$ cat src/ising_pkg.sv
/* Sizes are fixed for an 8-spin core; a J row must fit in one 32-bit word.
   Couplings and biases are two's complement, a spin bit of 1 stands for +1. */
`default_nettype none

package ising_pkg;

    ////////////////////////////////////////
    // Core dimensions
    ////////////////////////////////////////
    localparam int NUM_SPIN   = 8;
    localparam int BIT_J      = 4;
    localparam int BIT_H      = 4;
    localparam int SPIN_IDX_W = $clog2(NUM_SPIN);
    localparam int SWEEP_W    = 4;
    localparam int J_ROW_W    = NUM_SPIN * BIT_J;

    // Holds NUM_SPIN-1 products of a coupling and a spin plus the bias
    localparam int FIELD_W    = BIT_J + SPIN_IDX_W + 1;

    ////////////////////////////////////////
    // Types
    ////////////////////////////////////////
    typedef logic [NUM_SPIN-1:0]              spin_vec_t;
    typedef logic [SPIN_IDX_W-1:0]            spin_idx_t;
    typedef logic [SWEEP_W-1:0]               sweep_t;
    typedef logic [NUM_SPIN-1:0][BIT_H-1:0]   h_vec_t;
    typedef logic signed [FIELD_W-1:0]        field_t;

    // One J row: raw word from the host, coupling array for the engine
    typedef union packed {
        logic [J_ROW_W-1:0]                 raw;
        logic [NUM_SPIN-1:0][BIT_J-1:0]     coef;
    } j_row_u;

endpackage

`default_nettype wire

$ cat src/ising_j_rd_if.sv
/* Read path of the J memory; raddr must hold from the ren cycle to the rvalid
   cycle, and rvalid always follows ren by exactly one cycle. */
`timescale 1ns/1ps
`default_nettype none

interface ising_j_rd_if;

    import ising_pkg::*;

    logic       ren;
    spin_idx_t  raddr;
    j_row_u     rdata;
    logic       rvalid;

    // Controller side
    modport requester (
        output ren,
        input  rvalid
    );

    modport memory (
        input  ren,
        input  raddr,
        output rdata,
        output rvalid
    );

    // Spin update only looks at the returned row
    modport consumer (
        input  raddr,
        input  rdata,
        input  rvalid
    );

endinterface

`default_nettype wire

$ cat src/ising_ctrl_fsm.sv
/* Start is taken only in IDLE; done_o is registered and rises as busy_o falls.
   The memory must answer every ren, there is no timeout in WAIT. */
`timescale 1ns/1ps
`default_nettype none

module ising_ctrl_fsm (
    input  logic               clk_i,
    input  logic               rst_n_i,
    input  logic               start_i,
    input  logic               last_spin_i,
    input  logic               sweeps_left_zero_i,
    ising_j_rd_if.requester    rd,
    output logic               load_o,
    output logic               step_o,
    output logic               busy_o,
    output logic               done_o
);

    typedef enum logic [1:0] {
        IDLE,
        READ,
        WAIT,
        FINISH
    } state_e;

    state_e state_q;
    state_e state_d;
    logic   done_q;

    always_comb begin
        state_d = state_q;
        load_o  = 1'b0;
        step_o  = 1'b0;
        rd.ren  = 1'b0;
        case (state_q)
            IDLE: begin
                if (start_i) begin
                    load_o  = 1'b1;
                    // Zero sweeps skips the engine entirely
                    state_d = sweeps_left_zero_i ? FINISH : READ;
                end
            end
            READ: begin
                rd.ren  = 1'b1;
                state_d = WAIT;
            end
            WAIT: begin
                if (rd.rvalid) begin
                    step_o  = 1'b1;
                    state_d = (last_spin_i && sweeps_left_zero_i) ? FINISH : READ;
                end
            end
            default: begin
                state_d = IDLE;
            end
        endcase
    end

    always_ff @(posedge clk_i or negedge rst_n_i) begin
        if (!rst_n_i) begin
            state_q <= IDLE;
            done_q  <= 1'b0;
        end else begin
            state_q <= state_d;
            done_q  <= (state_q == FINISH);
        end
    end

    assign busy_o = (state_q != IDLE);
    assign done_o = done_q;

endmodule

`default_nettype wire

$ cat src/ising_sweep_counter.sv
/* sweeps_left_zero_o looks at the count being written this cycle, so it is
   valid together with load_i and with the step that ends a sweep. */
`timescale 1ns/1ps
`default_nettype none

module ising_sweep_counter (
    input  logic                 clk_i,
    input  logic                 rst_n_i,
    input  logic                 load_i,
    input  logic                 step_i,
    input  ising_pkg::sweep_t    sweeps_i,
    output ising_pkg::spin_idx_t spin_idx_o,
    output logic                 last_spin_o,
    output logic                 sweeps_left_zero_o
);

    import ising_pkg::*;

    spin_idx_t idx_q;
    sweep_t    rem_q;
    sweep_t    rem_d;

    assign last_spin_o = (idx_q == spin_idx_t'(NUM_SPIN - 1));

    // Remaining sweeps after this edge
    always_comb begin
        rem_d = rem_q;
        if (load_i) begin
            rem_d = sweeps_i;
        end else if (step_i && last_spin_o) begin
            rem_d = rem_q - 1'b1;
        end
    end

    always_ff @(posedge clk_i or negedge rst_n_i) begin
        if (!rst_n_i) begin
            idx_q <= '0;
            rem_q <= '0;
        end else begin
            rem_q <= rem_d;
            if (load_i) begin
                idx_q <= '0;
            end else if (step_i) begin
                idx_q <= last_spin_o ? '0 : idx_q + 1'b1;
            end
        end
    end

    assign spin_idx_o         = idx_q;
    assign sweeps_left_zero_o = (rem_d == '0);

endmodule

`default_nettype wire

$ cat src/ising_j_mem.sv
/* Host writes are honoured only while the core is idle and engine reads only
   while busy; the rows themselves come up undefined after reset. */
`timescale 1ns/1ps
`default_nettype none

module ising_j_mem (
    input  logic                 clk_i,
    input  logic                 rst_n_i,
    input  logic                 busy_i,
    input  logic                 we_i,
    input  ising_pkg::spin_idx_t waddr_i,
    input  ising_pkg::j_row_u    wdata_i,
    ising_j_rd_if.memory         rd
);

    import ising_pkg::*;

    j_row_u mem_q [NUM_SPIN];
    logic   host_wr;
    logic   eng_rd;

    ////////////////////////////////////////
    // Request mux
    ////////////////////////////////////////
    assign host_wr = we_i & ~busy_i;
    assign eng_rd  = rd.ren & busy_i;

    always_ff @(posedge clk_i) begin
        if (host_wr) begin
            mem_q[waddr_i] <= wdata_i;
        end
        if (eng_rd) begin
            rd.rdata <= mem_q[rd.raddr];
        end
    end

    // One-cycle read latency
    always_ff @(posedge clk_i or negedge rst_n_i) begin
        if (!rst_n_i) begin
            rd.rvalid <= 1'b0;
        end else begin
            rd.rvalid <= eng_rd;
        end
    end

endmodule

`default_nettype wire

$ cat src/ising_spin_update.sv
/* Zero-temperature rule, one spin per valid row; a zero field keeps the spin.
   The diagonal J[i][i] is skipped, biases are read only at load. */
`timescale 1ns/1ps
`default_nettype none

module ising_spin_update (
    input  logic                  clk_i,
    input  logic                  rst_n_i,
    input  logic                  load_i,
    input  ising_pkg::spin_vec_t  spin_init_i,
    input  ising_pkg::h_vec_t     h_bias_i,
    ising_j_rd_if.consumer        rd,
    output ising_pkg::spin_vec_t  spin_o
);

    import ising_pkg::*;

    spin_vec_t spin_q;
    h_vec_t    h_q;
    field_t    field;

    always_ff @(posedge clk_i) begin
        if (load_i) begin
            h_q <= h_bias_i;
        end
    end

    ////////////////////////////////////////
    // Local field of spin raddr
    ////////////////////////////////////////
    always_comb begin
        field = field_t'($signed(h_q[rd.raddr]));
        for (int j = 0; j < NUM_SPIN; j++) begin
            field_t term;
            term = field_t'($signed(rd.rdata.coef[j]));
            if (j != int'(rd.raddr)) begin
                // Bit 1 adds J, bit 0 subtracts it
                field = spin_q[j] ? field + term : field - term;
            end
        end
    end

    always_ff @(posedge clk_i or negedge rst_n_i) begin
        if (!rst_n_i) begin
            spin_q <= '0;
        end else if (load_i) begin
            spin_q <= spin_init_i;
        end else if (rd.rvalid) begin
            if (field > 0) begin
                spin_q[rd.raddr] <= 1'b1;
            end else if (field < 0) begin
                spin_q[rd.raddr] <= 1'b0;
            end
        end
    end

    assign spin_o = spin_q;

endmodule

`default_nettype wire

$ cat src/ising_core_top.sv
/* Inputs other than start_i are sampled only when a start is accepted; host J
   writes during a run are dropped without notice. */
`timescale 1ns/1ps
`default_nettype none

module ising_core_top (
    input  logic                 clk_i,
    input  logic                 rst_n_i,
    input  logic                 j_we_i,
    input  ising_pkg::spin_idx_t j_waddr_i,
    input  ising_pkg::j_row_u    j_wdata_i,
    input  ising_pkg::h_vec_t    h_bias_i,
    input  ising_pkg::spin_vec_t spin_init_i,
    input  ising_pkg::sweep_t    sweeps_i,
    input  logic                 start_i,
    output logic                 busy_o,
    output logic                 done_o,
    output ising_pkg::spin_vec_t spin_o
);

    import ising_pkg::*;

    logic      load;
    logic      step;
    logic      last_spin;
    logic      sweeps_left_zero;
    spin_idx_t spin_idx;

    ising_j_rd_if j_rd ();

    // Row address follows the spin being updated
    assign j_rd.raddr = spin_idx;

    ising_ctrl_fsm u_ctrl (
        .clk_i              (clk_i           ),
        .rst_n_i            (rst_n_i         ),
        .start_i            (start_i         ),
        .last_spin_i        (last_spin       ),
        .sweeps_left_zero_i (sweeps_left_zero),
        .rd                 (j_rd.requester  ),
        .load_o             (load            ),
        .step_o             (step            ),
        .busy_o             (busy_o          ),
        .done_o             (done_o          )
    );

    ising_sweep_counter u_counter (
        .clk_i              (clk_i           ),
        .rst_n_i            (rst_n_i         ),
        .load_i             (load            ),
        .step_i             (step            ),
        .sweeps_i           (sweeps_i        ),
        .spin_idx_o         (spin_idx        ),
        .last_spin_o        (last_spin       ),
        .sweeps_left_zero_o (sweeps_left_zero)
    );

    ising_j_mem u_j_mem (
        .clk_i   (clk_i      ),
        .rst_n_i (rst_n_i    ),
        .busy_i  (busy_o     ),
        .we_i    (j_we_i     ),
        .waddr_i (j_waddr_i  ),
        .wdata_i (j_wdata_i  ),
        .rd      (j_rd.memory)
    );

    ising_spin_update u_spin (
        .clk_i       (clk_i        ),
        .rst_n_i     (rst_n_i      ),
        .load_i      (load         ),
        .spin_init_i (spin_init_i  ),
        .h_bias_i    (h_bias_i     ),
        .rd          (j_rd.consumer),
        .spin_o      (spin_o       )
    );

endmodule

`default_nettype wire

$ cat config.mk
export PLATFORM = sky130hd
export DESIGN_NAME = ising_core_top
export DESIGN_NICKNAME = d
export VERILOG_FILES = /design/src/ising_pkg.sv /design/src/ising_j_rd_if.sv /design/src/ising_ctrl_fsm.sv /design/src/ising_sweep_counter.sv /design/src/ising_j_mem.sv /design/src/ising_spin_update.sv /design/src/ising_core_top.sv
export SDC_FILE = /design/constraint.sdc
export NUM_CORES = 1
export LEC_CHECK = 0
export CAP_MARGIN = 20
export CORE_MARGIN = 5
export CORE_UTILIZATION = 64
export DETAILED_ROUTE_END_ITERATION = 8
export DONT_BUFFER_PORTS = 1
export GPL_ROUTABILITY_DRIVEN = 0
export PLACE_DENSITY_LB_ADDON = 0.3
export SLEW_MARGIN = 20
export SYNTH_ARGS = -nofsm -noshare
export SYNTH_HDL_FRONTEND = slang
export SYNTH_SLANG_ARGS = --single-unit
$ cat constraint.sdc
create_clock -name clk_i -period 12.7 [get_ports clk_i]
set_input_delay 1.27 -clock clk_i [delete_from_list [all_inputs] [get_ports clk_i]]
set_output_delay 1.27 -clock clk_i [all_outputs]
set_load 0.01 [all_outputs]
==> results.cfg <==
[critical_path]
worst_ep_required_time_ns = 13.10
cp-end-kind = register
crit_fanout = 21
slowest_stage = dfrtp_1
slowest_delay_ns = 0.86
critPathKind = reg -> reg
cp_num_buf_inv = 2
critPathLaunchType = register
worstPathArrival_ns = 12.19
path_delay_family = compound AO/OA/AOI/OAI gates
crit_path_frequent_cell = ha_1

[route]
avgRoutedWirePerCell_um = 23.40
drt-total-wl_um = 37550
met3WireLength_um = 3332
highest_layer = met4
dr.pass1.iters = 6
drc = 0
drt-initial-drc-count = 1318
postRouteAntennaNets = 0
vias = 10686
met2WireLength_um = 18160
wl_met1_um = 15070
viasPerCell = 6.658

[yosys]
synth_top_flop_cell = edfxtp_1
synth_edf_count = 320
ys_seq_elements = 339
ys_seq_area_share_pct = 61.55
syn_area_mm2 = 0.01638
synthArstFlopShare_pct = 5.605
yosysWarnings = 0
synth_fp_nets = 1416
avgSynthCellArea_um2 = 13.11
synth_cell_type_count = 72
synthCells = 1250

[floorplanning]
io_pins = 93
die_w_um = 170.0
rows = 58
die-area_mm2 = 0.02890
core_mm2 = 0.02518
die_h_um = 170.0
initial_utilization_pct = 65.06

[clock_tree]
htreeDepth = 2
clock_path_buffers = 3
clk_latency_ns = 0.53
cts.sinks = 339
hold_buffers = 0
post_cts_buffers = 0
cts_buffers = 34
root_buffer = clkbuf_16
cts_resized = 0
path_clk_slew_ns = 0.06
cts_tree = done

[timing]
hold_violations = 0
clock.fmax_ghz = 0.08484
relSlewSlack_pct = 35.05
rsz0062_at_grt = false
setup_viol_count_final = 0
fin_tns_setup_ns = 0
period_share_pct = 92.81
fin_worst_skew_ns = 0.02307
fin_crit_ns = 11.79
worst_slew_pin_slew_ns = 0.9723
slew_violations = 0

[global_route]
grt_usage_pct = 26.09
grt_max_degree = 35
grt-ovfl-total = 0
antenna_found_initial = 0
grt_first_pass_wirelength_um = 58280
grt_pass1_vias = 10675

[job]
drv_cap = 0

[placement]
portBuffers = 0
hpwl_um = 23640

[min_path]
hold_class = in -> async

[run_status]
outcome = completed

[finish]
n_fill_cell = 1626
nets = 1418
syn_to_final_growth_pct = 9.333
antenna_cells = 0
drive_gt1_share_pct = 10.12
metrics by stage:
step | setup slack [ns] | hold slack, ns | cells | instance area, um2 | util, %
finish | 0.9136 | 0.4382 | 1605 | 17910 | 71.13
global placement | 1.551 | 0.5352 | 1544 | 16820 | 66.78
floorplan | 2.202 | 0.5022 | 1250 | 16380 | -
global route | 0.07959 | 0.4166 | 1605 | 17910 | 71.13
detailed placement | 1.070 | 0.5423 | 1544 | 16820 | 66.78
CTS | 0.9759 | 0.4234 | 1603 | 17860 | 70.94
final cells by class:
cell class                      count  area [um2]  area share (%)
Clock buffer                       43       925.9           5.169
Clock inverter                     16       121.4          0.6776
Inverter                           58       217.7           1.215
Multi-Input combinational cell    800        5974           33.35
Sequential cell                   339       10080           56.30
Tap cell                          330       412.9           2.305
Timing Repair Buffer               19       175.2          0.9779
registers in the layout (all words and copies together), names as in the netlist, named ones only:
signal	count
u_j_mem.rd.rdata	32
u_j_mem.rd.rvalid	1
u_ctrl.done_o	1
u_counter.rem_q	4
u_j_mem.mem_q	256
u_counter.spin_idx_o	3
u_ctrl.state_q	2
u_spin.h_q	32
metal layers:
metal	up-vias	GRT usage, %
li1	4898	-
met1	5244	34.31
met2	465	43.22
met3	79	6.249
met4	0	8.889
met5	-	0
worst reg2reg max path: cells and delay by family (launching register included):
kind                       cells  cell delay [ns]
AOI/OAI and AO/OA             16             2.93
xor gates and xnor gates       6             1.63
adders and majority gates      9             2.89
buffers and inverters          2             0.14
DFF                            1             0.86
muxes                          4             1.00
and+or+nand+nor               14             2.22
synthesized netlist by cell type (all sizes together), types with 11 or more instances:
cell type    n  share of area, %
edfxtp     320                59
xnor2       18              0.96
inv         57               1.3
nand2       60               1.4
mux2i       20               1.2
nand3       13              0.40
a22oi      131               6.0
clkbuf      45               1.0
ha          75               5.7
dfrtp       19               2.9
xor2        24               1.3
nor2        71               1.6
a211oi      11              0.58
a21o        15              0.69
mux2        18               1.2
nor2b       18              0.69
a21oi       50               1.5
nor3        26              0.79
nand4       34               1.3
o21ai       49               1.5
cell usage in the layout, fill, tap and decap left out, drive strengths merged, types with 11 or more instances in the layout:
master / instances
xor2: 24
edfxtp: 320
a21oi: 50
buf: 19
nand4: 34
nor2b: 18
dfrtp: 19
mux2i: 20
clkbuf: 43
mux2: 18
inv: 59
clkinv: 14
nand2: 60
ha: 75
o21ai: 49
xnor2: 18
nor2: 71
nand3: 13
a211oi: 11
nor3: 26
a21o: 15
a22oi: 131
cells by family (layout without fill, tap and decap cells):
kind of cell | Yosys count | in the layout | synth area share [%]
compound gates | 352 | 352 | 15.25
buf+inv | 111 | 136 | 2.604
mux | 38 | 38 | 2.459
fa+ha+maj | 83 | 83 | 6.705
simple gates | 282 | 282 | 8.760
xor+xnor | 45 | 45 | 2.665
flops | 339 | 339 | 61.55
path summary, 6_finish.rpt:
path                                         start                       to  slack, ns  cells after the start
min reg2reg                    u_j_mem.mem_q[0][2]      u_j_mem.rd.rdata[2]       0.55                      2
min in group clk_i             u_j_mem.mem_q[0][2]      u_j_mem.rd.rdata[2]       0.55                      2
max in group asynchronous                  rst_n_i  u_counter.spin_idx_o[1]      12.19                      0
max                        u_counter.spin_idx_o[0]                 register       0.91                     51
max reg2reg                u_counter.spin_idx_o[0]                 register       0.91                     51
min                                        rst_n_i        u_ctrl.state_q[1]       0.44                      0
Power is not shown: default switching activity piles up to over one toggle a cycle in this logic, so the estimate is an artifact.
